[src/common/dcache_config.svh]
/*
  data cache sizing
  word width, associativity, sets, line length and victim LFSR seed
*/
`ifndef DCACHE_CONFIG_SVH
`define DCACHE_CONFIG_SVH

// ------------------------------
// geometry
// ------------------------------
`define DC_XLEN  32    // bits per word
`define DC_WAYS  2     // associativity
`define DC_SETS  16    // sets per way
`define DC_BEATS 4     // words per line, also burst length

// ------------------------------
// replacement
// ------------------------------
`define DC_LFSR_SEED 16'hace1  // must not be zero

`endif

[src/common/dcache_addr_pkg.sv]
/*
  data cache address and data types
  field widths and address split helpers
*/
`default_nettype none

package dcache_addr_pkg;
  `include "dcache_config.svh"

  localparam int BE_W   = `DC_XLEN / 8;
  localparam int IDX_W  = $clog2(`DC_SETS);
  localparam int WOFF_W = $clog2(`DC_BEATS);
  localparam int BOFF_W = $clog2(BE_W);     // byte in word
  localparam int LOFF_W = WOFF_W + BOFF_W;  // byte in line
  localparam int TAG_W  = `DC_XLEN - IDX_W - LOFF_W;

  typedef logic [`DC_XLEN-1:0]              word_t;
  typedef logic [BE_W-1:0]                  be_t;
  typedef logic [`DC_XLEN-1:0]              adr_t;
  typedef logic [IDX_W-1:0]                 idx_t;
  typedef logic [TAG_W-1:0]                 tag_t;
  typedef logic [WOFF_W-1:0]                woff_t;
  typedef logic [`DC_BEATS-1:0][`DC_XLEN-1:0] line_t;  // word 0 at the bottom
  typedef logic [`DC_WAYS-1:0]              way_t;     // one-hot

  function automatic idx_t adr_idx(adr_t a);
    return a[LOFF_W +: IDX_W];
  endfunction

  function automatic tag_t adr_tag(adr_t a);
    return a[`DC_XLEN-1 -: TAG_W];
  endfunction

  function automatic woff_t adr_woff(adr_t a);
    return a[BOFF_W +: WOFF_W];
  endfunction

  // line aligned address from tag and set
  function automatic adr_t make_adr(tag_t t, idx_t i);
    return {t, i, {LOFF_W{1'b0}}};
  endfunction
endpackage

`default_nettype wire

[src/common/dcache_ctrl_pkg.sv]
/*
  data cache control encodings
  access FSM, burst FSM and line command
*/
`default_nettype none

package dcache_ctrl_pkg;

  // access side
  typedef enum logic [2:0] {
    ARMED, FILL, EVICT, FLUSH_SCAN, FLUSH_WB, RECOVER
  } miss_state_e;

  // memory side
  typedef enum logic [1:0] {IDLE, WAIT_GNT, BURST} bus_state_e;

  // miss controller to bus controller
  typedef enum logic [1:0] {NOP, READ_LINE, WRITE_LINE} bus_cmd_e;

endpackage

`default_nettype wire

[src/common/dcache_line_if.sv]
/*
  miss controller to bus controller link
  one line command at a time, done closes it
*/
`timescale 1ns/1ps
`default_nettype none

interface dcache_line_if
  import dcache_addr_pkg::*;
  import dcache_ctrl_pkg::*;
();
  bus_cmd_e cmd;       // held until done
  adr_t     line_adr;  // line aligned
  line_t    wline;     // write-back data
  line_t    rline;     // fill data, complete at done
  logic     done;      // one cycle, last beat

  modport miss (
    output cmd, line_adr, wline,
    input  rline, done
  );
  modport bus (
    input  cmd, line_adr, wline,
    output rline, done
  );
endinterface

`default_nettype wire

[src/dcache/dcache_bus_ctrl.sv]
/*
  burst controller that strobes until granted and then moves one line of beats
  fill assembly and evict shift buffer
*/
`timescale 1ns/1ps
`default_nettype none

`include "dcache_config.svh"

module dcache_bus_ctrl
  import dcache_addr_pkg::*;
  import dcache_ctrl_pkg::*;
(
  input  wire logic   clk_i,
  input  wire logic   rst_ni,
  output logic        biu_stb_o,
  input  wire logic   biu_stb_ack_i,
  output logic        biu_we_o,
  output adr_t        biu_adr_o,
  output word_t       biu_d_o,
  input  wire word_t  biu_q_i,
  input  wire logic   biu_ack_i,
  dcache_line_if.bus  line
);

  bus_state_e state_q;
  woff_t      cnt_q;   // beat number
  logic       we_q;
  adr_t       adr_q;
  line_t      ebuf_q;  // evict shift buffer with word 0 on the bus
  line_t      fill_q;
  line_t      rline;
  logic       last;

  assign last = (cnt_q == woff_t'(`DC_BEATS-1));

  // ------------------------------
  // bus outputs
  // ------------------------------
  assign biu_stb_o = (state_q == WAIT_GNT);
  assign biu_we_o  = we_q;
  assign biu_adr_o = adr_q;
  assign biu_d_o   = ebuf_q[0];

  // last beat straight from the bus
  always_comb
  begin
    rline        = fill_q;
    rline[cnt_q] = biu_q_i;
  end

  assign line.rline = rline;
  assign line.done  = (state_q == BURST) & biu_ack_i & last;

  // ------------------------------
  // FSM
  // ------------------------------
  always_ff @(posedge clk_i or negedge rst_ni)
  begin
    if (!rst_ni)
    begin
      state_q <= IDLE;
      cnt_q   <= '0;
    end
    else
    begin
      case (state_q)
        IDLE     : if (line.cmd != NOP) state_q <= WAIT_GNT;
        WAIT_GNT : if (biu_stb_ack_i)
                   begin
                     state_q <= BURST;
                     cnt_q   <= '0;
                   end
        BURST    : if (biu_ack_i)
                   begin
                     cnt_q <= cnt_q + 1'b1;
                     if (last) state_q <= IDLE;
                   end
        default  : state_q <= IDLE;
      endcase
    end
  end

  // command latch and beat data
  always_ff @(posedge clk_i)
  begin
    if ((state_q == IDLE) && (line.cmd != NOP))
    begin
      we_q   <= (line.cmd == WRITE_LINE);
      adr_q  <= line.line_adr;
      ebuf_q <= line.wline;
    end
    else if ((state_q == BURST) && biu_ack_i)
    begin
      ebuf_q <= {word_t'(0), ebuf_q[`DC_BEATS-1:1]};  // next beat down
      if (!we_q) fill_q[cnt_q] <= biu_q_i;
    end
  end

endmodule

`default_nettype wire

[src/flat_wrapper.sv]
// flat-port wrapper written by rule: the top's interface ports become plain ports
module dcache_bus_ctrl_flat import dcache_addr_pkg::*; import dcache_ctrl_pkg::*;
  (clk_i, rst_ni, biu_stb_o, biu_stb_ack_i, biu_we_o, biu_adr_o, biu_d_o, biu_q_i, biu_ack_i, line_cmd, line_line_adr, line_wline, line_rline, line_done);
  dcache_line_if line_i ();
  input  wire logic clk_i;
  input  wire logic rst_ni;
  output logic biu_stb_o;
  input  wire logic biu_stb_ack_i;
  output logic biu_we_o;
  output adr_t biu_adr_o;
  output word_t biu_d_o;
  input  wire word_t biu_q_i;
  input  wire logic biu_ack_i;
  input wire logic [$bits(line_i.cmd)-1:0] line_cmd;
  input wire logic [$bits(line_i.line_adr)-1:0] line_line_adr;
  input wire logic [$bits(line_i.wline)-1:0] line_wline;
  output wire logic [$bits(line_i.rline)-1:0] line_rline;
  output wire logic [$bits(line_i.done)-1:0] line_done;
  assign line_i.cmd = line_cmd;
  assign line_i.line_adr = line_line_adr;
  assign line_i.wline = line_wline;
  assign line_rline = line_i.rline;
  assign line_done = line_i.done;
  dcache_bus_ctrl u_core (.clk_i(clk_i), .rst_ni(rst_ni), .biu_stb_o(biu_stb_o), .biu_stb_ack_i(biu_stb_ack_i), .biu_we_o(biu_we_o), .biu_adr_o(biu_adr_o), .biu_d_o(biu_d_o), .biu_q_i(biu_q_i), .biu_ack_i(biu_ack_i), .line(line_i));
endmodule
[config.mk]
export PLATFORM = sky130hd
export DESIGN_NAME = dcache_bus_ctrl_flat
export DESIGN_NICKNAME = d
export VERILOG_FILES = /design/src/common/dcache_addr_pkg.sv /design/src/common/dcache_ctrl_pkg.sv /design/src/common/dcache_line_if.sv /design/src/dcache/dcache_bus_ctrl.sv /design/src/flat_wrapper.sv
export VERILOG_INCLUDE_DIRS = /design/src /design/src/common
export SDC_FILE = /design/constraint.sdc
export NUM_CORES = 1
export LEC_CHECK = 0
export BUFFER_PORTS_ARGS = -buffer_cell sky130_fd_sc_hd__buf_2
export CORE_ASPECT_RATIO = 0.8
export CORE_MARGIN = 4
export CORE_UTILIZATION = 51
export DETAILED_ROUTE_END_ITERATION = 7
export PLACE_DENSITY = 0.9
export SLEW_MARGIN = 20
export SYNTH_ARGS = -nofsm -noshare
export SYNTH_HDL_FRONTEND = slang
export SYNTH_SLANG_ARGS = --single-unit
[constraint.sdc]
create_clock -name clk_i -period 18.1 [get_ports clk_i]
set_input_delay 3.62 -clock clk_i [delete_from_list [all_inputs] [get_ports clk_i]]
set_output_delay 3.62 -clock clk_i [all_outputs]
set_load 0.02 [all_outputs]
==> flow_metrics.env <==
export IMPL_status="complete, no violations"
export IMPL_crit_type="input port to output port"
export IMPL_tightest_slew_ns=1.08
export IMPL_ant_nets=0
export IMPL_clock_path_buffers=3
export IMPL_r2r_start="u_core.state_q[1]"
export IMPL_clkSinkCount=293
export IMPL_start_util=0.521
export IMPL_antenna_found_initial=6
export IMPL_htreeDepth=1
export IMPL_holdPathStages=1
export IMPL_ys_seq_elements=293
export IMPL_r2r_end="u_core.ebuf_q[77]"
export IMPL_route_detailed_drc=0
export IMPL_routed_wirelength_mm=28.2
export IMPL_finalPower_mw=2.55
export IMPL_arrival_ns=4.31
export IMPL_slew_viol_final=0
export IMPL_drtIter0Drc=406
export IMPL_cellLeakagePower_nw=6.00
export IMPL_finalNonFillerCells=1352
export IMPL_die_x_um=182
export IMPL_fin_crit_sh=0.438
export IMPL_crit_fanout=4
export IMPL_coreArea_um2=23600
export IMPL_r2r_cells=5
export IMPL_drt_vias_per_instance=5.13
export IMPL_hpwl_mm=20.2
export IMPL_synth_distinct_cells=29
export IMPL_seq_area_frac_synth=0.714
export IMPL_fin_nets=1214
export IMPL_synthesis_area_um2=12300
export IMPL_rrSetupSlack_ns=15.33
export IMPL_syn_nets=845
export IMPL_finalSetupViolCount=0
export IMPL_pin_count=393
export IMPL_hold_class="flop to flop"
export IMPL_critPathMaxStageDelay_ns=0.21
export IMPL_rsz0062_at_grt="no"
export IMPL_dp_cells=1294
export IMPL_cts_root_buf="clkbuf_16"
export IMPL_tns_ns=0
export IMPL_power_density_nw_per_um2=168
export IMPL_ctsResizeCount=0
export IMPL_endpoint_kind="output port"
export IMPL_slew_headroom=0.277
export IMPL_final_layout_size_suffix_gt1_frac=0.642
export IMPL_finClkSkew_ns=0.0167
export IMPL_fill_cells=1657
export IMPL_grt_use_total=0.203
export IMPL_numCtsBuffers=28
export IMPL_syn_inst=643
export IMPL_clk_pin_slew_ns=0.06
export IMPL_routabilityCongestion=0.867
export IMPL_die_y_um=147
export IMPL_startpoint_type="input port"
export IMPL_critPathTopFamily="simple AND/OR/NAND/NOR gates"
export IMPL_slowest_stage="and3_1"
export IMPL_peakVddDrop_mv=0.113
export IMPL_syn_to_final_growth_pct=23.3
export IMPL_ys_warn_count=0
export IMPL_cts_tree="done"
export IMPL_min_period_ns=7.93
export IMPL_holdWs_ns=0.542
export IMPL_cap_violations=0
export IMPL_worstHoldStart="u_core.ebuf_q[69]"
export IMPL_fp_row_count=50
export IMPL_dieArea_um2=26700
export IMPL_postCtsSetupRepairBufs=0
export IMPL_max_freq_ghz=0.126
export IMPL_min_to="u_core.ebuf_q[37]"
export IMPL_crit_chain="buf_2 > and2b_1 > and3_1 > buf_2"
export IMPL_grt_pass1_wl_mm=42.7
export IMPL_clk_latency_ns=0.54
export IMPL_synth_avg_cell_area_um2=19.1
export IMPL_first_pass_iters=4
export IMPL_path_buf_inv=2
export IMPL_hold_buffers=0
export IMPL_grt_max_degree=85
export IMPL_grt_pass1_vias=7667
export IMPL_wl_per_cell_um=20.9
export IMPL_io_buffers=392
export IMPL_num_vias=6941
export IMPL_finalHoldViolations=0
export IMPL_worstPathRequired_ns=14.48
export IMPL_cp_common_cell="buf_2"
export IMPL_grt_overflow=0
where the power goes:
| group | leakage [nW] | switching, mW | internal [mW] |
|---|---|---|---|
| sequential | 2.75 | 0.0584 | 1.04 |
| clock | 0.402 | 0.239 | 0.301 |
| combinational | 2.85 | 0.530 | 0.378 |
cells by family after synthesis:
group                    after synthesis  share of synthesized area
buffers and inverters                 67                     0.0376
flip-flops                           293                      0.714
multiplexers                         225                      0.218
AO/OA/AOI/OAI                          6                    0.00315
adder cells (fa/ha/maj)                4                    0.00407
AND/OR/NAND/NOR                       48                     0.0232
flip-flops by register name (all words and copies together), names as in the netlist:
| register | flops |
|---|---|
| u_core.fill_q | 128 |
| u_core.biu_adr_o | 32 |
| u_core.ebuf_q | 96 |
| u_core.cnt_q | 2 |
| u_core.biu_we_o | 1 |
| u_core.biu_d_o | 32 |
| u_core.state_q | 2 |
metal layers:
metal	GRT usage	part of all wire	up-vias
met5	0	0	-
met4	0.0878	0.044	0
met3	0.0527	0.070	76
met2	0.357	0.51	288
met1	0.238	0.37	3393
li1	-	-	3184
cell usage after synthesis, drive strengths merged:
| cell type | count | share of area |
|---|---|---|
| nor3 | 1 | 0.00041 |
| a21oi | 2 | 0.00081 |
| a211oi | 1 | 0.00061 |
| and2b | 1 | 0.00061 |
| mux2i | 1 | 0.00081 |
| or3 | 1 | 0.00051 |
| inv | 4 | 0.0012 |
| nor2b | 2 | 0.0010 |
| and3 | 1 | 0.00051 |
| dfrtp | 4 | 0.0081 |
| nor4bb | 1 | 0.00081 |
| o21ai | 1 | 0.00041 |
| clkbuf | 10 | 0.0031 |
| buf | 53 | 0.033 |
| mux2 | 224 | 0.22 |
| nand2 | 4 | 0.0012 |
| nand3b | 1 | 0.00061 |
| nor2 | 4 | 0.0012 |
| and2 | 32 | 0.016 |
| a311oi | 1 | 0.00071 |
| o21a | 1 | 0.00061 |
| ha | 4 | 0.0041 |
| edfxtp | 289 | 0.71 |
worst register-to-register path: stages (launching register included):
cell     delay [ns]
dfrtp_1        0.56
nand2_1        0.11
o21a_1         0.15
nor2_4         0.07
buf_4          0.50
buf_4          0.90
layout make-up:
type | instances | area [µm²] | share of cell area
multi-input cells | 283 | 3080 | 0.203
repair buffers | 402 | 2040 | 0.134
clock buffers | 39 | 742 | 0.0489
inverters | 4 | 16.3 | 0.00107
flip-flops and latches | 293 | 8780 | 0.579
well taps | 312 | 390 | 0.0257
clock inverters | 13 | 98.8 | 0.00652
diodes | 6 | 15.0 | 0.000990
per-stage QoR:
stage | worst slack [ns] | cell area, µm² | util
2_1_floorplan | 1.46 | 12300 | -
3_3_place_gp | 10.18 | 14300 | 0.607
3_5_place_dp | 10.17 | 14300 | 0.607
4_1_cts | 10.17 | 15100 | 0.642
5_1_grt | 10.14 | 15200 | 0.643
6_report | 10.17 | 15200 | 0.643
layout by cell type (no fill, tap or decap), drive strengths merged:
master,instances
nor2,4
ha,4
a311oi,1
nand3b,1
nor3,1
or3,1
clkinvlp,1
o21ai,1
buf,402
nor2b,2
nor4bb,1
and2b,1
and2,32
mux2i,1
clkbuf,39
o21a,1
bufinv,1
clkinv,12
a211oi,1
inv,3
mux2,224
nand2,4
edfxtp,289
diode,6
a21oi,2
and3,1
dfrtp,4
worst max-delay path by stage:
stage | from | end | depth (start not counted)
after detailed placement | biu_ack_i | line_done | 4
after CTS | biu_ack_i | line_done | 4
after global routing | biu_ack_i | line_done | 4
final | biu_ack_i | line_done | 4
after global placement | biu_ack_i | line_done | 4
after floorplan | biu_ack_i | u_core.fill_q[0] | 1
No activity file was read; power rests on OpenSTA's default activity.
