[src/common/dcache_config.svh]
/*
  data cache sizing
  word width, associativity, sets, line length and victim LFSR seed
*/
`ifndef DCACHE_CONFIG_SVH
`define DCACHE_CONFIG_SVH

// ------------------------------
// geometry
// ------------------------------
`define DC_XLEN  32    // bits per word
`define DC_WAYS  2     // associativity
`define DC_SETS  16    // sets per way
`define DC_BEATS 4     // words per line, also burst length

// ------------------------------
// replacement
// ------------------------------
`define DC_LFSR_SEED 16'hace1  // must not be zero

`endif

[src/common/dcache_addr_pkg.sv]
/*
  data cache address and data types
  field widths and address split helpers
*/
`default_nettype none

package dcache_addr_pkg;
  `include "dcache_config.svh"

  localparam int BE_W   = `DC_XLEN / 8;
  localparam int IDX_W  = $clog2(`DC_SETS);
  localparam int WOFF_W = $clog2(`DC_BEATS);
  localparam int BOFF_W = $clog2(BE_W);     // byte in word
  localparam int LOFF_W = WOFF_W + BOFF_W;  // byte in line
  localparam int TAG_W  = `DC_XLEN - IDX_W - LOFF_W;

  typedef logic [`DC_XLEN-1:0]              word_t;
  typedef logic [BE_W-1:0]                  be_t;
  typedef logic [`DC_XLEN-1:0]              adr_t;
  typedef logic [IDX_W-1:0]                 idx_t;
  typedef logic [TAG_W-1:0]                 tag_t;
  typedef logic [WOFF_W-1:0]                woff_t;
  typedef logic [`DC_BEATS-1:0][`DC_XLEN-1:0] line_t;  // word 0 at the bottom
  typedef logic [`DC_WAYS-1:0]              way_t;     // one-hot

  function automatic idx_t adr_idx(adr_t a);
    return a[LOFF_W +: IDX_W];
  endfunction

  function automatic tag_t adr_tag(adr_t a);
    return a[`DC_XLEN-1 -: TAG_W];
  endfunction

  function automatic woff_t adr_woff(adr_t a);
    return a[BOFF_W +: WOFF_W];
  endfunction

  // line aligned address from tag and set
  function automatic adr_t make_adr(tag_t t, idx_t i);
    return {t, i, {LOFF_W{1'b0}}};
  endfunction
endpackage

`default_nettype wire

[src/common/dcache_array_if.sv]
/*
  controller to tag/data store link
  index, write strobes, way select and lookup results
*/
`timescale 1ns/1ps
`default_nettype none

interface dcache_array_if import dcache_addr_pkg::*; ();
  idx_t  acc_idx;     // set to read, and to write at the edge
  logic  fill_we;     // whole line + tag into sel_way
  logic  store_we;    // word write on sel_way, sets dirty
  logic  clean_we;    // clear dirty of sel_way
  way_t  sel_way;
  way_t  hit;         // one-hot, against request tag
  way_t  dirty_vec;
  tag_t  victim_tag;  // tag of sel_way
  line_t sel_line;    // line of sel_way

  modport ctrl (
    output acc_idx, fill_we, store_we, clean_we, sel_way,
    input  hit, dirty_vec, victim_tag, sel_line
  );
  modport tags (
    input  acc_idx, fill_we, store_we, clean_we, sel_way,
    output hit, dirty_vec, victim_tag
  );
  modport data (
    input  acc_idx, fill_we, store_we, sel_way, hit,
    output sel_line
  );
endinterface

`default_nettype wire

[src/dcache/dcache_tag_store.sv]
/*
  tag store, tags in RAM and valid/dirty in flops
  per-way compare gives the one-hot hit
*/
`timescale 1ns/1ps
`default_nettype none

`include "dcache_config.svh"

module dcache_tag_store import dcache_addr_pkg::*; (
  input  wire logic    clk_i,
  input  wire logic    rst_ni,
  input  wire adr_t    adr_i,
  dcache_array_if.tags arr
);

  tag_t tag_q [`DC_WAYS];                     // RAM outputs
  logic [`DC_WAYS-1:0][`DC_SETS-1:0] valid_q;
  logic [`DC_WAYS-1:0][`DC_SETS-1:0] dirty_q;
  idx_t idx_q;                                // set behind the RAM outputs

  always_ff @(posedge clk_i)
    idx_q <= arr.acc_idx;

  for (genvar w = 0; w < `DC_WAYS; w++)
  begin : g_way
    ram_1rw #(.WORDS(`DC_SETS), .WIDTH(TAG_W)) u_tag_ram (
      .clk_i (clk_i),
      .adr_i (arr.acc_idx),
      .we_i  (arr.fill_we & arr.sel_way[w]),
      .be_i  ('1),
      .d_i   (adr_tag(adr_i)),
      .q_o   (tag_q[w])
    );

    assign arr.hit[w]       = valid_q[w][idx_q] & (tag_q[w] == adr_tag(adr_i));
    assign arr.dirty_vec[w] = dirty_q[w][idx_q];
  end

  // tag of the selected way, for victim and flush addresses
  always_comb
  begin
    arr.victim_tag = '0;
    for (int w = 0; w < `DC_WAYS; w++)
      if (arr.sel_way[w]) arr.victim_tag |= tag_q[w];
  end

  // ------------------------------
  // line state
  // ------------------------------
  always_ff @(posedge clk_i or negedge rst_ni)
  begin
    if (!rst_ni)
    begin
      valid_q <= '0;  // cold cache
      dirty_q <= '0;
    end
    else
    begin
      for (int w = 0; w < `DC_WAYS; w++)
        if (arr.sel_way[w])
        begin
          if (arr.fill_we)
          begin
            valid_q[w][arr.acc_idx] <= 1'b1;
            dirty_q[w][arr.acc_idx] <= arr.store_we;  // pending store
          end
          else if (arr.store_we) dirty_q[w][arr.acc_idx] <= 1'b1;
          else if (arr.clean_we) dirty_q[w][arr.acc_idx] <= 1'b0;  // written back
        end
    end
  end

endmodule

`default_nettype wire

[src/logic/ram_1rw.sv]
/*
  single port RAM
  registered read, byte masked write
*/
`timescale 1ns/1ps
`default_nettype none

module ram_1rw #(
  parameter int WORDS = 16,
  parameter int WIDTH = 32,
  localparam int AW = (WORDS > 1) ? $clog2(WORDS) : 1,
  localparam int BW = (WIDTH + 7) / 8
) (
  input  wire logic             clk_i,
  input  wire logic [AW-1:0]    adr_i,
  input  wire logic             we_i,
  input  wire logic [BW-1:0]    be_i,
  input  wire logic [WIDTH-1:0] d_i,
  output logic      [WIDTH-1:0] q_o
);

  logic [WIDTH-1:0] mem_q [WORDS];

  always_ff @(posedge clk_i)
  begin
    if (we_i)
      for (int i = 0; i < WIDTH; i++)
        if (be_i[i/8]) mem_q[adr_i][i] <= d_i[i];  // last byte may be partial
    q_o <= mem_q[adr_i];  // old data on a write
  end

endmodule

`default_nettype wire

[src/flat_wrapper.sv]
// flat-port wrapper written by rule: the top's interface ports become plain ports
module dcache_tag_store_flat import dcache_addr_pkg::*;
  (clk_i, rst_ni, adr_i, arr_acc_idx, arr_fill_we, arr_store_we, arr_clean_we, arr_sel_way, arr_hit, arr_dirty_vec, arr_victim_tag);
  dcache_array_if arr_i ();
  input  wire logic clk_i;
  input  wire logic rst_ni;
  input  wire adr_t adr_i;
  input wire logic [$bits(arr_i.acc_idx)-1:0] arr_acc_idx;
  input wire logic [$bits(arr_i.fill_we)-1:0] arr_fill_we;
  input wire logic [$bits(arr_i.store_we)-1:0] arr_store_we;
  input wire logic [$bits(arr_i.clean_we)-1:0] arr_clean_we;
  input wire logic [$bits(arr_i.sel_way)-1:0] arr_sel_way;
  output wire logic [$bits(arr_i.hit)-1:0] arr_hit;
  output wire logic [$bits(arr_i.dirty_vec)-1:0] arr_dirty_vec;
  output wire logic [$bits(arr_i.victim_tag)-1:0] arr_victim_tag;
  assign arr_i.acc_idx = arr_acc_idx;
  assign arr_i.fill_we = arr_fill_we;
  assign arr_i.store_we = arr_store_we;
  assign arr_i.clean_we = arr_clean_we;
  assign arr_i.sel_way = arr_sel_way;
  assign arr_hit = arr_i.hit;
  assign arr_dirty_vec = arr_i.dirty_vec;
  assign arr_victim_tag = arr_i.victim_tag;
  dcache_tag_store u_core (.clk_i(clk_i), .rst_ni(rst_ni), .adr_i(adr_i), .arr(arr_i));
endmodule
[config.mk]
export PLATFORM = sky130hd
export DESIGN_NAME = dcache_tag_store_flat
export DESIGN_NICKNAME = d
export VERILOG_FILES = /design/src/common/dcache_addr_pkg.sv /design/src/common/dcache_array_if.sv /design/src/dcache/dcache_tag_store.sv /design/src/logic/ram_1rw.sv /design/src/flat_wrapper.sv
export VERILOG_INCLUDE_DIRS = /design/src /design/src/common
export SDC_FILE = /design/constraint.sdc
export NUM_CORES = 1
export LEC_CHECK = 0
export BUFFER_PORTS_ARGS = -buffer_cell sky130_fd_sc_hd__buf_4
export CAP_MARGIN = 15
export CORE_MARGIN = 2
export CORE_UTILIZATION = 40
export DETAILED_ROUTE_END_ITERATION = 7
export PLACE_DENSITY_LB_ADDON = 0.2
export SYNTH_ARGS = -nofsm -noshare
export SYNTH_HDL_FRONTEND = slang
export SYNTH_HIERARCHICAL = 1
export SYNTH_SLANG_ARGS = --single-unit
[constraint.sdc]
create_clock -name clk_i -period 1.9 [get_ports clk_i]
set_clock_uncertainty 0.05 [all_clocks]
set_input_delay 0 -clock clk_i [delete_from_list [all_inputs] [get_ports clk_i]]
set_output_delay 0 -clock clk_i [all_outputs]
set_load 0.02 [all_outputs]
==> impl_metrics.yaml, run 1 <==
run_status:
  status: "finished, violations left"
  violations: "setup timing"
clock_network:
  cts_setup_buffers: 0
  clock-sinks: 884
  clk_pin_slew_ns: 0.06
  cts_buffers: 93
  clkLatencyLatePin_ns: 0.65
  cts_root_buffer: "clkbuf_16"
  htree_levels: 3
  clk_path_buf_depth: 3
  cts_tree: "done"
timing:
  slew_violations: 0
  holdWs_ns: 0.03137
  tightest_slew_ns: 0.8064
  relSlewSlack: 0.4624
  clock.fmax_mhz: 410.8
  rsz0062_at_grt: "true"
  post-route-period-util: 1.281
  worst_slack_ns: -0.5343
  min_period_ns: 2.434
  finalSetupViolations: 4
  hold_viol: 0
logic_synthesis:
  yosysSeqAreaShare: 0.7504
  synth.top_cell.area_share: 0.6733
  avgSynthCellArea_um2: 20.07
  synth_ff_type: "edfxtp_1"
  syn_inst: 1707
  synth_top_area_cell: "edfxtp_1"
  synthTopCellsByArea: "edfxtp_1 67%, mux4_2 13%, dfrtp_1 4.7%"
  ys_seq_elements: 884
  synth_cell_type_count: 35
  async_reset_ff_frac: 0.07240
  syn_area_um2: 34250
  synth_edf_count: 768
  ys_warn_count: 6
power:
  peakVddDrop_mv: 0.8014
  leakagePower_uw: 0.01414
  power_frac_seq: 0.502
  combPwrFrac: 0.073
  power_frac_clock: 0.425
  swShare: 0.2218
  cell_internal_pwr_uw: 34070
  switching_power_uw: 9712
  power_density_nw_per_um2: 1054
  finalPower_uw: 43780
final_layout:
  final_net_count: 2070
  final_common_cell: "edfxtp_1"
  final_cell_mix: "768 x edfxtp_1, 247 x buf_4, 202 x mux4_2"
  stdcell_count: 3251
  nFillCells: 6972
  area_delta_synth_final_pct: 21.24
  drive_gt1_frac: 0.3243
  design_area_um2: 41530
setup_path:
  cp.required_ns: 1.85
  crit_path_cell_trace: "buf_12 > mux4_2 > mux4_2 > buf_6"
  crit_path_max_incr_delay_ns: 0.53
  crit_top_cell: "mux4_2"
  cpMaxStageDelayCell: "mux4_2"
  crit_fanout: 8
  cp-start-kind: "register"
  cp_num_buf_inv: 2
  worst-endpoint-arrival_ns: 2.38
  path_class: "register to primary output"
  cp-end-kind: "primary output"
  critPathTopFamily: "multiplexers"
die:
  dieArea_um2: 87990
  die_x_um: 296.6
  ios: 71
  start_util: 0.4029
  die_y_um: 296.6
  core_area_um2: 85010
  core.rowCount: 107
grt:
  grt_pass1_wl_mm: 128.7
  overflow: 0
  antenna_found_initial: 2
  grt.total_usage: 0.2058
  grt_start_max_net_pins: 65
  grt_pass1_vias: 18365
place:
  dpl-instance-area_um2: 37870
  gp_congestion: 0.8254
  dpl.hpwl_mm: 58.89
  dpl.cell_count: 3036
  numPortBuffers: 62
routing:
  wl_per_cell_um: 27.38
  wl_mm: 89.03
  drc: 0
  drtIter0Drc: 1632
  ant_nets: 0
  drt_pass1_iterations: 5
  via_per_inst: 5.496
  via_count: 17867
min_path:
  hp-class: "input port to register"
flow_run:
  drv_cap: 0
## metal layers
| metal | global-route usage | vias up | routed length [µm] |
|---|---|---|---|
| met3 | 0.04087 | 127 | 5700 |
| met4 | 0.05753 | 0 | 2324 |
| met1 | 0.2851 | 9526 | 37910 |
| met5 | 0 | - | 0 |
| li1 | - | 7637 | - |
| met2 | 0.3334 | 577 | 43090 |
## worst paths after layout
path | start | endpoint | slack, ns | depth (start not counted)
max reg2reg | u_core/g_way[1].u_tag_ram/mem_q[11][16] | u_core/g_way[1].u_tag_ram/q_o[16] | 0.25 | 3
min in group asynchronous | rst_ni | async pin | 0.48 | 3
min | arr_acc_idx[0] | u_core/g_way[1].u_tag_ram/q_o[1] | 0.03 | 4
min reg2reg | u_core/valid_q[0] | u_core/valid_q[0] | 0.40 | 1
max | u_core/idx_q[0] | arr_dirty_vec[0] | -0.53 | 4
max in group asynchronous | rst_ni | u_core/valid_q[28] | 0.79 | 3
## state kept, by name, summed over array words and instances, names as in the netlist, named ones only
signal and flops:
u_core/valid_q 32, u_core/g_way.u_tag_ram/mem_q 768, u_core/idx_q 4, u_core/g_way.u_tag_ram/q_o 48
## worst min-delay path, delay by kind of cell
family / cells / cell delay, ns
AO/OA/AOI/OAI: 1 / 0.06
buffers and inverters: 1 / 0.25
multiplexers: 1 / 0.28
AND/OR/NAND/NOR: 1 / 0.07
## stage by stage
stage          utilization  TNS [ns]  worst slack [ns]
2_1_floorplan            -    -38.38          -0.09208
3_3_place_gp        0.4454    -4.256           -0.1368
3_5_place_dp        0.4454    -9.258           -0.1625
4_1_cts             0.4878    -2.310           -0.6154
5_1_grt             0.4885    -2.402           -0.6567
6_report            0.4885    -2.026           -0.5343
## logic make-up after synthesis
| logic type | Yosys count | share of synthesized area |
|---|---|---|
| other | 1 | 0.0001095 |
| muxes | 242 | 0.1501 |
| DFF | 884 | 0.7504 |
| and+or+nand+nor | 274 | 0.03631 |
| xor gates and xnor gates | 48 | 0.01227 |
| AOI/OAI and AO/OA | 154 | 0.03463 |
| buffers and inverters | 104 | 0.01611 |
## power groups by stage
stage / sequential [µW] / combinational (µW) / clock, µW
after floorplan: 22200 / 1700 / 0
after global placement: 22400 / 3030 / 0
after detailed placement: 22400 / 3080 / 0
after CTS: 22000 / 3210 / 18900
after global routing: 22000 / 3410 / 19700
final: 22000 / 3200 / 18600
## cell type report
class	instances	area (µm²)	share of cell area
diodes	1	2.502	0.00006026
clock buffers	113	2452	0.05905
clock inverters	61	703.2	0.01693
inverters	2	7.507	0.0001808
multi-input cells	724	8264	0.1990
flip-flops and latches	884	25710	0.6191
well taps	1144	1431	0.03447
repair buffers	322	2957	0.07119
## what timing repair did
item                                   in CTS  in global routing
setup endpoints to repair                   4                 24
pin swaps                                   1                  2
endpoints found under the hold margin     885                  1
resized for setup                          18                  9
hold buffers                               39                  1
## synth_stat cells (22+ instances only)
cell	instances
a21o_1	22
a22o_1	24
a22oi_1	98
clkbuf_1	56
dfrtp_1	64
dfxtp_1	52
edfxtp_1	768
mux2_1	32
mux4_2	196
nand2_1	96
nor2_1	61
nor3_1	62
xor2_1	48
No activity file was read; power rests on OpenSTA's default activity.
==> run 2: changes to the inputs <==
- PLACE_DENSITY_LB_ADDON: 0.2 -> default
==> run 2 against run 1 <==
The run still ends with setup timing left; cell area decreased by 0.15%; core utilization decreased by 0.074 points; via count increased by 0.34%; register-to-register slack improved by 0.10 ns; fmax increased by 0.28%; global-route usage decreased by 0.45 points; critical endpoint is now arr_hit[1]; largest power group unchanged; highest routed layer unchanged.
==> impl_metrics.yaml, run 2 (synthesis gave the netlist of run 1 again) <==
final_layout:
  largest_register_ffs: 768
  final_common_cell: "edfxtp_1"
  final_cell_mix: "768 x edfxtp_1, 275 x buf_4, 202 x mux4_2"
  final_net_count: 2083
  stdcell_count: 3262
  top_regs: "u_core/g_way.u_tag_ram/mem_q: 768 flops, u_core/g_way.u_tag_ram/q_o: 48 flops, u_core/valid_q: 32 flops"
  area_delta_synth_final_pct: 21.06
  num_antenna_cells: 0
  nFillCells: 6930
  regMostFlops: "u_core/g_way.u_tag_ram/mem_q"
  drive_gt1_frac: 0.3281
routing:
  drc: 0
  drtIter0Drc: 1879
  wl_per_cell_um: 26.75
  via_per_inst: 5.496
  via_count: 17928
  ant_nets: 0
  wl_mm: 87.26
  drt_pass1_iterations: 5
timing:
  slew_violations: 0
  hold_viol: 0
  post-route-period-util: 1.278
  tightest_slew_ns: 0.8334
  min_period_ns: 2.427
  rsz0062_at_grt: "true"
  clock.fmax_mhz: 412.0
  tns_ns: -1.933
  holdWs_ns: 0.07992
  relSlewSlack: 0.4426
  finalSetupViolations: 4
  worst_slack_ns: -0.5275
clock_network:
  cts_tree: "done"
  cts_root_buffer: "clkbuf_16"
  clk_pin_slew_ns: 0.06
  htree_levels: 3
  clock-sinks: 884
  clkLatencyLatePin_ns: 0.64
  cts_setup_buffers: 0
  clk_path_buf_depth: 3
  cts_buffers: 91
place:
  numPortBuffers: 62
  dp_slack_ns: -0.2303
  dpl.hpwl_mm: 56.81
  gp_congestion: 0.8631
  dpl.cell_count: 3053
power:
  cell_internal_pwr_uw: 33860
  power_frac_seq: 0.507
  power_density_nw_per_um2: 1046
  peakVddDrop_mv: 0.7116
  finalPower_uw: 43380
  leakagePower_uw: 0.01414
  power_frac_clock: 0.419
  swShare: 0.2194
  switching_power_uw: 9518
  combPwrFrac: 0.075
die:
  core.rowCount: 107
  core_area_um2: 85010
  die_x_um: 296.6
  ios: 71
  die_y_um: 296.6
  dieArea_um2: 87990
  start_util: 0.4029
setup_path:
  cp-end-kind: "primary output"
  crit-reg2reg-launch: "u_core/g_way[0].u_tag_ram/mem_q[3][9]"
  cp.required_ns: 1.85
  cp-start-kind: "register"
  path_class: "register to primary output"
  rrSetupSlack_ns: 0.35
  r2r_end: "u_core/g_way[0].u_tag_ram/q_o[9]"
  crit_fanout: 2
  worst-endpoint-arrival_ns: 2.38
  worst-r2r-cell-count: 4
  critPathLaunch: "u_core/g_way[1].u_tag_ram/q_o[16]"
grt:
  grt.total_usage: 0.2014
  grt_start_max_net_pins: 65
  antenna_found_initial: 2
  grt_pass1_wl_mm: 127.1
  overflow: 0
  grt_pass1_vias: 18591
run_status:
  violations: "setup timing"
  status: "finished, violations left"
min_path:
  whs_path_depth: 2
  whs_endpoint: "u_core/g_way[0].u_tag_ram/mem_q[6][16]"
  min_from: "adr_i[24]"
  hp-class: "input port to register"
flow_run:
  drv_cap: 0
[run 2: cell count changes in the layout (fill, tap and decap cells not counted), moves of 3 or more]
cell	previous run	this run
clkbuf_1	15	19
clkbuf_8	6	3
buf_4	247	275
buf_12	32	22
dfxtp_4	1	5
dfxtp_1	49	45
xor2_1	48	44
xor2_2	0	3
[run 2: worst max path at each step]
| stage | to | slack, ns |
|---|---|---|
| detailed placement | arr_hit[1] | -0.23 |
| floorplan | u_core/g_way[0].u_tag_ram/mem_q[0][0] | -0.09 |
| finish | arr_hit[1] | -0.53 |
| global placement | arr_hit[1] | -0.28 |
| CTS | arr_hit[1] | -0.60 |
| global route | arr_hit[1] | -0.55 |
[run 2: per-layer routing]
| metal | up-vias | wire (µm) | part of all wire | track usage |
|---|---|---|---|---|
| li1 | 7631 | - | - | - |
| met1 | 9544 | 36670 | 0.42 | 0.2805 |
| met2 | 640 | 42480 | 0.49 | 0.3272 |
| met3 | 113 | 6180 | 0.071 | 0.03616 |
| met4 | 0 | 1923 | 0.022 | 0.05679 |
| met5 | - | 0 | 0 | 0 |
[run 2: timing repair]
item,4_1_cts,5_1_grt
pin swaps,6,10
setup endpoints to repair,4,18
gates resized for setup,21,18
hold endpoints to repair,857,0
hold buffers,39,0
[run 2: through the flow]
step           instance area, µm²  utilization
6_report                    41470       0.4878
5_1_grt                     41470       0.4878
4_1_cts                     41360       0.4865
3_5_place_dp                37860       0.4453
3_3_place_gp                37860       0.4453
2_1_floorplan               34490            -
[run 2: power by group through the flow]
stage	sequential, µW	clock (µW)	combinational (µW)
after floorplan	22200	0	1700
final	22000	18200	3230
after global routing	22000	19200	3440
after CTS	22000	18500	3220
after detailed placement	22400	0	3080
after global placement	22400	0	3020
[run 2: final cells by class]
cell class	count	area [µm²]	area share
repair buffers	337	2932	0.07070
multi-input cells	724	8312	0.2004
well taps	1144	1431	0.03452
clock inverters	56	606.8	0.01463
inverters	2	7.507	0.0001810
flip-flops and latches	884	25730	0.6204
clock buffers	115	2451	0.05911
[run 2: critical path, stage by stage (launching register included)]
cell and delay, ns:
dfxtp_4 0.38, xor2_4 0.16, nor4_4 0.36, buf_4 0.17, nand4_1 0.21, nor3_2 0.28, buf_4 0.18
