File: config.mk
export PLATFORM = sky130hd
export DESIGN_NAME = dcache_miss_ctrl_flat
export DESIGN_NICKNAME = d
export VERILOG_FILES = /design/src/common/dcache_addr_pkg.sv /design/src/common/dcache_ctrl_pkg.sv /design/src/common/dcache_array_if.sv /design/src/common/dcache_line_if.sv /design/src/dcache/dcache_miss_ctrl.sv /design/src/flat_wrapper.sv
export VERILOG_INCLUDE_DIRS = /design/src /design/src/common
export SDC_FILE = /design/constraint.sdc
export NUM_CORES = 1
export LEC_CHECK = 0
export BUFFER_PORTS_ARGS = -buffer_cell sky130_fd_sc_hd__buf_4
export CAP_MARGIN = 40
export CELL_PAD_IN_SITES_DETAIL_PLACEMENT = 1
export CELL_PAD_IN_SITES_GLOBAL_PLACEMENT = 2
export CORE_AREA = 2 2 193 195
export DETAILED_ROUTE_END_ITERATION = 8
export DIE_AREA = 0 0 195 197
export PLACE_DENSITY_LB_ADDON = 0.1
export SLEW_MARGIN = 20
export SYNTH_ARGS = -nofsm -noshare
export SYNTH_HDL_FRONTEND = slang
export SYNTH_SLANG_ARGS = --single-unit
File: constraint.sdc
create_clock -name clk_i -period 16.25 [get_ports clk_i]
set_input_delay 0.8125 -clock clk_i [delete_from_list [all_inputs] [get_ports clk_i]]
set_output_delay 0.8125 -clock clk_i [all_outputs]
set_load 0.02 [all_outputs]
File: src/common/dcache_config.svh
/*
  data cache sizing
  word width, associativity, sets, line length and victim LFSR seed
*/
`ifndef DCACHE_CONFIG_SVH
`define DCACHE_CONFIG_SVH

// ------------------------------
// geometry
// ------------------------------
`define DC_XLEN  32    // bits per word
`define DC_WAYS  2     // associativity
`define DC_SETS  16    // sets per way
`define DC_BEATS 4     // words per line, also burst length

// ------------------------------
// replacement
// ------------------------------
`define DC_LFSR_SEED 16'hace1  // must not be zero

`endif

File: src/common/dcache_addr_pkg.sv
/*
  data cache address and data types
  field widths and address split helpers
*/
`default_nettype none

package dcache_addr_pkg;
  `include "dcache_config.svh"

  localparam int BE_W   = `DC_XLEN / 8;
  localparam int IDX_W  = $clog2(`DC_SETS);
  localparam int WOFF_W = $clog2(`DC_BEATS);
  localparam int BOFF_W = $clog2(BE_W);     // byte in word
  localparam int LOFF_W = WOFF_W + BOFF_W;  // byte in line
  localparam int TAG_W  = `DC_XLEN - IDX_W - LOFF_W;

  typedef logic [`DC_XLEN-1:0]              word_t;
  typedef logic [BE_W-1:0]                  be_t;
  typedef logic [`DC_XLEN-1:0]              adr_t;
  typedef logic [IDX_W-1:0]                 idx_t;
  typedef logic [TAG_W-1:0]                 tag_t;
  typedef logic [WOFF_W-1:0]                woff_t;
  typedef logic [`DC_BEATS-1:0][`DC_XLEN-1:0] line_t;  // word 0 at the bottom
  typedef logic [`DC_WAYS-1:0]              way_t;     // one-hot

  function automatic idx_t adr_idx(adr_t a);
    return a[LOFF_W +: IDX_W];
  endfunction

  function automatic tag_t adr_tag(adr_t a);
    return a[`DC_XLEN-1 -: TAG_W];
  endfunction

  function automatic woff_t adr_woff(adr_t a);
    return a[BOFF_W +: WOFF_W];
  endfunction

  // line aligned address from tag and set
  function automatic adr_t make_adr(tag_t t, idx_t i);
    return {t, i, {LOFF_W{1'b0}}};
  endfunction
endpackage

`default_nettype wire

File: src/common/dcache_ctrl_pkg.sv
/*
  data cache control encodings
  access FSM, burst FSM and line command
*/
`default_nettype none

package dcache_ctrl_pkg;

  // access side
  typedef enum logic [2:0] {
    ARMED, FILL, EVICT, FLUSH_SCAN, FLUSH_WB, RECOVER
  } miss_state_e;

  // memory side
  typedef enum logic [1:0] {IDLE, WAIT_GNT, BURST} bus_state_e;

  // miss controller to bus controller
  typedef enum logic [1:0] {NOP, READ_LINE, WRITE_LINE} bus_cmd_e;

endpackage

`default_nettype wire

File: src/common/dcache_array_if.sv
/*
  controller to tag/data store link
  index, write strobes, way select and lookup results
*/
`timescale 1ns/1ps
`default_nettype none

interface dcache_array_if import dcache_addr_pkg::*; ();
  idx_t  acc_idx;     // set to read, and to write at the edge
  logic  fill_we;     // whole line + tag into sel_way
  logic  store_we;    // word write on sel_way, sets dirty
  logic  clean_we;    // clear dirty of sel_way
  way_t  sel_way;
  way_t  hit;         // one-hot, against request tag
  way_t  dirty_vec;
  tag_t  victim_tag;  // tag of sel_way
  line_t sel_line;    // line of sel_way

  modport ctrl (
    output acc_idx, fill_we, store_we, clean_we, sel_way,
    input  hit, dirty_vec, victim_tag, sel_line
  );
  modport tags (
    input  acc_idx, fill_we, store_we, clean_we, sel_way,
    output hit, dirty_vec, victim_tag
  );
  modport data (
    input  acc_idx, fill_we, store_we, sel_way, hit,
    output sel_line
  );
endinterface

`default_nettype wire

File: src/common/dcache_line_if.sv
/*
  miss controller to bus controller link
  one line command at a time, done closes it
*/
`timescale 1ns/1ps
`default_nettype none

interface dcache_line_if
  import dcache_addr_pkg::*;
  import dcache_ctrl_pkg::*;
();
  bus_cmd_e cmd;       // held until done
  adr_t     line_adr;  // line aligned
  line_t    wline;     // write-back data
  line_t    rline;     // fill data, complete at done
  logic     done;      // one cycle, last beat

  modport miss (
    output cmd, line_adr, wline,
    input  rline, done
  );
  modport bus (
    input  cmd, line_adr, wline,
    output rline, done
  );
endinterface

`default_nettype wire

File: src/dcache/dcache_miss_ctrl.sv
/*
  access FSM for hits, fills on miss and dirty victim write-back
  and the flush walk over all sets
*/
`timescale 1ns/1ps
`default_nettype none

`include "dcache_config.svh"

module dcache_miss_ctrl
  import dcache_addr_pkg::*;
  import dcache_ctrl_pkg::*;
(
  input  wire logic    clk_i,
  input  wire logic    rst_ni,
  input  wire logic    req_i,
  input  wire logic    we_i,
  input  wire logic    flush_i,
  input  wire adr_t    adr_i,
  output logic         ack_o,
  output logic         flushrdy_o,
  dcache_array_if.ctrl arr,
  dcache_line_if.miss  line
);

  miss_state_e state_q;
  logic        req_q;         // store outputs belong to adr_i
  logic        flush_pend_q;
  logic        scan_rd_q;     // flush set read is valid
  logic        vdirty_q;      // victim needs write-back
  logic [15:0] lfsr_q;
  idx_t        flush_idx_q;
  way_t        way_q;
  adr_t        evict_adr_q;
  line_t       evict_line_q;
  way_t        victim;
  way_t        flush_way;
  logic        lookup, miss, flushing, flush_start, capture;

  assign lookup      = (state_q == ARMED) & req_q & req_i;
  assign miss        = lookup & ~|arr.hit;
  assign flushing    = (state_q == FLUSH_SCAN) | (state_q == FLUSH_WB);
  assign flush_start = (state_q == ARMED) & flush_pend_q & ~req_i;  // requests first
  assign capture     = miss | ((state_q == FLUSH_SCAN) & scan_rd_q & |arr.dirty_vec);

  assign ack_o      = lookup & |arr.hit;
  assign flushrdy_o = ~flush_pend_q & ~flushing;

  // ------------------------------
  // victim and flush way
  // ------------------------------
  assign victim = way_t'(1) << (lfsr_q % `DC_WAYS);

  always_comb
  begin
    flush_way = '0;
    for (int w = `DC_WAYS-1; w >= 0; w--)
      if (arr.dirty_vec[w]) flush_way = way_t'(1) << w;  // lowest dirty way
  end

  // ------------------------------
  // store and bus controls
  // ------------------------------
  assign arr.acc_idx  = flushing ? flush_idx_q : adr_idx(adr_i);
  assign arr.fill_we  = (state_q == FILL) & line.done;
  assign arr.store_we = we_i & (ack_o | arr.fill_we);  // with a fill the tag goes in dirty
  assign arr.clean_we = (state_q == FLUSH_WB) & line.done;

  always_comb
  begin
    case (state_q)
      ARMED      : arr.sel_way = |arr.hit ? arr.hit : victim;
      FLUSH_SCAN : arr.sel_way = flush_way;
      default    : arr.sel_way = way_q;
    endcase
  end

  always_comb
  begin
    case (state_q)
      FILL            : line.cmd = READ_LINE;
      EVICT, FLUSH_WB : line.cmd = WRITE_LINE;
      default         : line.cmd = NOP;
    endcase
  end

  assign line.line_adr = (state_q == FILL) ? make_adr(adr_tag(adr_i), adr_idx(adr_i))
                                           : evict_adr_q;
  assign line.wline    = evict_line_q;

  // victim line saved before the fill overwrites it
  always_ff @(posedge clk_i)
    if (capture)
    begin
      way_q        <= arr.sel_way;
      evict_adr_q  <= make_adr(arr.victim_tag, arr.acc_idx);
      evict_line_q <= arr.sel_line;
    end

  // ------------------------------
  // FSM
  // ------------------------------
  always_ff @(posedge clk_i or negedge rst_ni)
  begin
    if (!rst_ni)
    begin
      state_q      <= ARMED;
      req_q        <= 1'b0;
      flush_pend_q <= 1'b0;
      scan_rd_q    <= 1'b0;
      vdirty_q     <= 1'b0;
      flush_idx_q  <= '0;
      lfsr_q       <= `DC_LFSR_SEED;
    end
    else
    begin
      req_q        <= req_i & ~ack_o;  // retire on ack
      flush_pend_q <= ~flush_start & (flush_pend_q | (flush_i & ~flushing));
      lfsr_q       <= {lfsr_q[14:0], lfsr_q[15] ^ lfsr_q[13] ^ lfsr_q[12] ^ lfsr_q[10]};
      case (state_q)
        ARMED      : if (miss)
                     begin
                       state_q  <= FILL;
                       vdirty_q <= |(arr.dirty_vec & victim);
                     end
                     else if (flush_start)
                     begin
                       state_q     <= FLUSH_SCAN;
                       flush_idx_q <= '0;
                       scan_rd_q   <= 1'b0;
                     end
        FILL       : if (line.done) state_q <= vdirty_q ? EVICT : RECOVER;
        EVICT      : if (line.done) state_q <= RECOVER;
        FLUSH_SCAN : if (!scan_rd_q) scan_rd_q <= 1'b1;  // tags of set arrive
                     else if (|arr.dirty_vec)
                     begin
                       state_q   <= FLUSH_WB;
                       scan_rd_q <= 1'b0;
                     end
                     else if (flush_idx_q == idx_t'(`DC_SETS-1)) state_q <= RECOVER;
                     else
                     begin
                       flush_idx_q <= flush_idx_q + 1'b1;
                       scan_rd_q   <= 1'b0;
                     end
        FLUSH_WB   : if (line.done) state_q <= FLUSH_SCAN;  // rescan same set
        default    : state_q <= ARMED;  // RECOVER re-reads the set for the retry
      endcase
    end
  end

endmodule

`default_nettype wire

File: src/flat_wrapper.sv
// flat-port wrapper written by rule: the top's interface ports become plain ports
module dcache_miss_ctrl_flat import dcache_addr_pkg::*; import dcache_ctrl_pkg::*;
  (clk_i, rst_ni, req_i, we_i, flush_i, adr_i, ack_o, flushrdy_o, arr_acc_idx, arr_fill_we, arr_store_we, arr_clean_we, arr_sel_way, arr_hit, arr_dirty_vec, arr_victim_tag, arr_sel_line, line_cmd, line_line_adr, line_wline, line_rline, line_done);
  dcache_array_if arr_i ();
  dcache_line_if line_i ();
  input  wire logic clk_i;
  input  wire logic rst_ni;
  input  wire logic req_i;
  input  wire logic we_i;
  input  wire logic flush_i;
  input  wire adr_t adr_i;
  output logic ack_o;
  output logic flushrdy_o;
  output wire logic [$bits(arr_i.acc_idx)-1:0] arr_acc_idx;
  output wire logic [$bits(arr_i.fill_we)-1:0] arr_fill_we;
  output wire logic [$bits(arr_i.store_we)-1:0] arr_store_we;
  output wire logic [$bits(arr_i.clean_we)-1:0] arr_clean_we;
  output wire logic [$bits(arr_i.sel_way)-1:0] arr_sel_way;
  input wire logic [$bits(arr_i.hit)-1:0] arr_hit;
  input wire logic [$bits(arr_i.dirty_vec)-1:0] arr_dirty_vec;
  input wire logic [$bits(arr_i.victim_tag)-1:0] arr_victim_tag;
  input wire logic [$bits(arr_i.sel_line)-1:0] arr_sel_line;
  output wire logic [$bits(line_i.cmd)-1:0] line_cmd;
  output wire logic [$bits(line_i.line_adr)-1:0] line_line_adr;
  output wire logic [$bits(line_i.wline)-1:0] line_wline;
  input wire logic [$bits(line_i.rline)-1:0] line_rline;
  input wire logic [$bits(line_i.done)-1:0] line_done;
  assign arr_acc_idx = arr_i.acc_idx;
  assign arr_fill_we = arr_i.fill_we;
  assign arr_store_we = arr_i.store_we;
  assign arr_clean_we = arr_i.clean_we;
  assign arr_sel_way = arr_i.sel_way;
  assign arr_i.hit = arr_hit;
  assign arr_i.dirty_vec = arr_dirty_vec;
  assign arr_i.victim_tag = arr_victim_tag;
  assign arr_i.sel_line = arr_sel_line;
  assign line_cmd = line_i.cmd;
  assign line_line_adr = line_i.line_adr;
  assign line_wline = line_i.wline;
  assign line_i.rline = line_rline;
  assign line_i.done = line_done;
  dcache_miss_ctrl u_core (.clk_i(clk_i), .rst_ni(rst_ni), .req_i(req_i), .we_i(we_i), .flush_i(flush_i), .adr_i(adr_i), .ack_o(ack_o), .flushrdy_o(flushrdy_o), .arr(arr_i), .line(line_i));
endmodule
==> results of run 1 <==
## worst max-delay path, stage by stage, from the launching register on
cell	delay [ns]
dfrtp_1	0.63
and3b_1	0.39
a21oi_2	0.41
mux2_1	0.40
buf_4	0.18
## metrics by stage
step	util [%]	setup slack, ns	cells	area (um2)	hold WS (ns)
6_report	28.4	12.99	1173	10300	0.287
5_1_grt	28.4	12.85	1172	10300	0.275
4_1_cts	28.4	12.86	1171	10300	0.276
3_5_place_dp	26.8	12.88	1140	9730	0.341
3_3_place_gp	26.7	12.95	1138	9690	0.339
2_1_floorplan	-	2.98	320	6450	0.331
## report_power, final
group | total, mW | internal, mW | switching [mW]
registers | 0.608 | 0.578 | 0.0297
clock network | 0.411 | 0.226 | 0.186
logic | 0.414 | 0.179 | 0.235
## placed cells by master (no fill, tap or decap), types with 2 or more instances in the layout
cell type   Yosys  layout
o21ai_0         6       6
clkinv_1        0       2
nand3b_1        3       3
nor2_1          9       8
inv_1           5       5
bufinv_16       0       2
nand4_1         2       2
nand2_1        11      11
xnor2_1         3       3
mux2i_1         2       2
mux2_1         32      32
o21ai_1         5       5
nand3_1         6       6
conb_1          1       4
edfxtp_1      158     158
dfstp_2         8       8
o21a_1          2       2
dfrtp_1        19      19
nor2b_1         4       4
a21oi_1         2       2
nand2b_1        2       2
clkbuf_16       0      17
clkbuf_1        0       3
and3_1          2       2
clkinvlp_4      0       4
buf_4           5     361
buf_12          0       2
## routing by layer
metal,track usage (%),vias to the layer above,wire length [um]
met2,19.1,214,11100
met5,0,-,0
met1,11.6,2073,7880
met3,7.20,15,2730
met4,3.39,0,240
li1,-,1967,-
## cells in the mapped netlist (all sizes together) (2+ instances only)
library cell	instances	area (um2)
mux2i	2	20.0
inv	5	18.8
mux2	32	360
xnor2	3	26.3
and3	2	12.5
o21a	3	30.0
buf	11	80.1
nor2b	4	25.0
nand3b	3	22.5
edfxtp	158	4740
nor4	2	18.8
nand4	2	12.5
dfrtp	19	475
nor2	9	33.8
nand2b	2	12.5
dfstp	8	210
nand2	11	41.3
o21ai	11	55.1
nand3	6	30.0
a311oi	2	23.8
a21oi	3	18.8
## kinds of logic after synthesis
logic type               Yosys count
AND/OR/NAND/NOR                   48
buffers and inverters             16
AO/OA/AOI/OAI                     28
other                              1
adder cells (fa/ha/maj)            1
flip-flops                       185
XOR/XNOR                           4
multiplexers                      34
## path summary, 6_finish.rpt
kind                              startpoint                     end  slack [ns]  cells after the start
setup / recovery           u_core.state_q[2]          arr_acc_idx[0]       12.99                      4
hold / removal                        rst_ni        u_core.lfsr_q[8]        0.29                      1
setup reg to reg           u_core.state_q[1]  u_core.line.wline[105]       13.13                      6
hold reg to reg             u_core.lfsr_q[1]        u_core.lfsr_q[2]        0.35                      0
max in group asynchronous             rst_ni        u_core.lfsr_q[7]       15.64                      1
min in group clk_i          u_core.lfsr_q[1]        u_core.lfsr_q[2]        0.35                      0
## sequential cells by signal (all words and copies together) (netlist names)
register             flops
u_core.state_q           3
u_core.req_q             1
u_core.flush_pend_q      1
u_core.lfsr_q           16
u_core.flush_idx_q       4
u_core.line.wline      128
u_core.way_q             2
u_core.scan_rd_q         1
u_core.evict_adr_q      28
u_core.vdirty_q          1
## area by class of cell
| type | instances | share of cell area [%] |
|---|---|---|
| sequential | 185 | 52.6 |
| timing repair buffer | 364 | 26.9 |
| multi-input combinational | 119 | 9.12 |
| tap | 468 | 5.68 |
| clock buffer | 20 | 4.23 |
| clock inverter | 11 | 1.19 |
| inverter | 5 | 0.182 |
| antenna | 1 | 0.0243 |
==> impl_metrics.toml, run 1 <==
[worst_setup_path]
critPathRequiredTime_ns = 15.44
cp-end-kind = "output port"
critical_path_arrival_ns = 2.44
critPathKind = "flop to output port"
cp_max_fo = 14
start_kind = "flop"

[detailed_routing]
drt_pass1_iterations = 4
via_per_inst = 3.64
routedWlPerCell_um = 18.7
postRouteAntennaNets = 0
routed_wl_mm = 22.0
drt_iter0_drc = 143
drc = 0
via_count = 4269

[sta]
tightest_slew_ns = 0.657
rsz0062_at_grt = "no"
relSlewSlack_pct = 55.9
fin_tns_setup_ns = 0
timing.final.crit_share_pct = 20.0
fin_worst_skew_ns = 0.0114
fmax_mhz = 307
layout_min_cycle_time_ns = 3.26
setup_viol = 0
slew_viol_final = 0
report.final.hold_viol_count = 0

[clocking]
cts_buffer_depth = 2
numClockSinks = 185
clock-root-buffer = "clkbuf_16"
post-cts-setup-buffer-count = 0
h-tree-depth = 4
clk-insertion-delay-late_ns = 0.44
cts-resized-gates = 0
ctsHoldBuffers = 0
cts_buffers = 17
cts_tree = "done"
path_clk_slew_ns = 0.07

[yosys]
synth.avg_cell_area_um2 = 20.3
synth.distinct_cells = 47
synth_cells = 317
yosys.area_share.xor_xnor_pct = 0.544
yosysSeqAreaShare_pct = 84.4
synth_top_family_by_area = "multiplexers"
synth_edf_count = 158
synth_compound_area_share_pct = 3.28
synthSimpleGateAreaFrac_pct = 4.12
synth-main-ff-cell = "edfxtp_1"
yosys.area_share.adder_pct = 0.194
yosys_warnings = 0
async_reset_ff_share_pct = 14.6
synth-seq-cells = 185
syn_area_um2 = 6440
synthMuxAreaShare_pct = 5.91

[pwr]
p_leak_nw = 4.14
p_per_area_nw_per_um2 = 139
power_mw = 1.43
peakVddDrop_v = 0.0000686

[global_route]
grt_pass1_vias = 4792
grt_pass1_wl_mm = 31.0
grt_usage_pct = 11.3
grt_overflow_total = 0
grt_max_degree = 69
antenna_found_initial = 2

[finish]
syn2layout_area_growth_pct = 60.2
multiInputGateArea_um2 = 941
final-seq-area_um2 = 5430
final_nets = 1015
fill_cells = 3938
layout-drive-gt1-share_pct = 57.8

[run_status]
status = "completed"

[floorplanning]
pin_count = 495
start_util_pct = 17.8
row_count = 70
coreArea_um2 = 36300
die-area_um2 = 38400
die_w_um = 195
fp.dieH_um = 197

[run]
drv_cap = 0

[placement]
port_buffers = 358
gp_congestion = 0.732
dpl.hpwl_mm = 17.1

[hold_path]
holdCritPathClass = "primary input to async pin"
Power figures use the tool's default switching activity.
==> run 2: changes to the inputs <==
- CORE_AREA: 2 2 193 195 -> 2 2 190 192
- DIE_AREA: 0 0 195 197 -> 0 0 192 194
- clock period: 16.25 -> 2.9 ns (I/O delays scaled with it)
==> run 2 against run 1 <==
Sequential power rose to 5.6 times the previous value. Critical path depth up 1. Power grew to 5.9 times the previous value. Global-route usage is 2.0 points higher. Sequential share of layout area down 7.3 points. Hold slack lost 0.25 ns. Combinational power rose to 6.1 times the previous value. Cell count increased by 13%. Count of clock-buffer cells in the layout fell by 1.
==> impl_metrics.toml, run 2 (synthesized netlist as in run 1, its figures left out) <==
[run_status]
status = "completed"

[detailed_routing]
via_per_inst = 3.73
drt_iter0_drc = 114
via_count = 4954
drc = 0
routedWlPerCell_um = 18.2
routed_wl_mm = 24.2
drt_pass1_iterations = 4
postRouteAntennaNets = 0

[hold_path]
holdCritPathClass = "primary input to flop"

[clocking]
path_clk_slew_ns = 0.07
cts-resized-gates = 0
numClockSinks = 185
cts_buffer_depth = 2
ctsHoldBuffers = 157
h-tree-depth = 4
cts_buffers = 17
post-cts-setup-buffer-count = 0
clk-insertion-delay-late_ns = 0.44
clock-root-buffer = "clkbuf_16"
cts_tree = "done"

[run]
drv_cap = 0

[placement]
gp_congestion = 0.733
port_buffers = 358
place_inst = 1136
dpl.hpwl_mm = 18.2

[finish]
layout_commonest_cell = "buf_4"
layout_common_cells = "buf_4 (361), edfxtp_1 (158), dlygate4sd3_1 (157), mux2_1 (32), dfrtp_1 (19)"
largest_reg_flops = 128
final_nets = 1174
syn2layout_area_growth_pct = 86.2
layout-drive-gt1-share_pct = 47.6
fill_cells = 3730
stdcell_count = 1327

[sta]
timing.final.crit_share_pct = 89.9
relSlewSlack_pct = 64.8
layout_min_cycle_time_ns = 2.61
tightest_slew_ns = 0.528
report.final.hold_viol_count = 0
fin_tns_setup_ns = 0
rsz0062_at_grt = "no"
setup_viol = 0
fin_worst_skew_ns = 0.00953
slew_viol_final = 0
fmax_mhz = 384

[pwr]
p_leak_nw = 4.86
power.switching_mw = 2.58
p_clk_share_pct = 30.2
p_int_mw = 5.92
seqPwrFrac_pct = 40.0
swShare_pct = 30.4
p_per_area_nw_per_um2 = 710
peakVddDrop_v = 0.000424
p_comb_share_pct = 29.8

[worst_setup_path]
cp-end-kind = "output port"
r2r_setup_slack_ns = 0.66
critPathSlowestCell = "dfrtp_1"
r2r_cells = 6
worst-path-buf-inv = 2
critical_path.max_stage_delay_ns = 0.54
cp_cell_sequence = "nand2b_1, nor2_4, buf_12, mux2_1, buf_4"
critPathRequiredTime_ns = 2.76
worst-path-stages = 5
crit_end = "line_line_adr[22]"
cpLargestDelayFamily = "simple AND/OR/NAND/NOR gates"
start_kind = "flop"
critPathKind = "flop to output port"
cp_max_fo = 19
crit_path_start = "u_core.state_q[2]"
critical_path_arrival_ns = 2.46
rr_startpoint = "u_core.state_q[1]"
rr_endpoint = "u_core.evict_adr_q[19]"

[global_route]
grt_max_degree = 68
grt_overflow_total = 0
antenna_found_initial = 11
grt_pass1_wl_mm = 35.8
grt_usage_pct = 13.3
grt_pass1_vias = 5734

[floorplanning]
start_util_pct = 18.3
coreArea_um2 = 35200
pin_count = 495
row_count = 69
die-area_um2 = 37200
fp.dieH_um = 194
die_w_um = 192
==> run 2: final cells by class <==
| class | count | area [um2] | share of cell area [%] |
|---|---|---|---|
| clock inverter | 12 | 198 | 1.65 |
| clock buffer | 19 | 433 | 3.61 |
| timing repair buffer | 523 | 4380 | 36.6 |
| tap | 461 | 577 | 4.81 |
| antenna | 3 | 7.51 | 0.0626 |
| multi-input combinational | 119 | 941 | 7.85 |
| sequential | 185 | 5430 | 45.3 |
| inverter | 5 | 18.8 | 0.157 |
==> run 2: per-layer routing <==
metal | vias up | wire [um] | GRT usage (%)
met4 | 14 | 402 | 4.69
met3 | 32 | 2620 | 6.75
met5 | - | 90 | 0
met1 | 2404 | 9440 | 14.9
li1 | 2285 | - | -
met2 | 219 | 11600 | 21.6
==> run 2: power groups by stage <==
stage	Combinational [mW]	Sequential, mW	Clock, mW
6_report	2.53	3.41	2.57
5_1_grt	2.72	3.45	2.76
4_1_cts	2.59	3.41	2.68
3_5_place_dp	2.40	3.47	0
3_3_place_gp	2.39	3.46	0
2_1_floorplan	1.09	3.64	0
==> run 2: worst min-delay path by stage <==
| stage | startpoint | endpoint | slack (ns) | cells past startpoint |
|---|---|---|---|---|
| 6_report | adr_i[7] | u_core.evict_adr_q[7] | 0.04 | 2 |
| 5_1_grt | adr_i[4] | u_core.evict_adr_q[4] | 0.02 | 2 |
| 4_1_cts | adr_i[7] | u_core.evict_adr_q[7] | 0.002 | 2 |
| 3_5_place_dp | rst_ni | u_core.lfsr_q[14] | 0.10 | 1 |
| 3_3_place_gp | rst_ni | u_core.lfsr_q[14] | 0.09 | 1 |
| 2_1_floorplan | rst_ni | u_core.flush_idx_q[0] | -0.15 | 0 |
==> run 2: metrics by stage <==
stage                     cell area (um2)  setup slack (ns)  hold slack (ns)  total power, mW  util, %
final                               12000             0.294           0.0412             8.51     34.0
after global routing                12000            0.0710           0.0199             8.93     34.0
after CTS                           12000             0.169          0.00209             8.69     34.0
after detailed placement             9780             0.653            0.100             5.87     27.8
after global placement               9780             0.686           0.0930             5.85     27.8
after floorplan                      6470             -2.31           -0.151             4.73        -
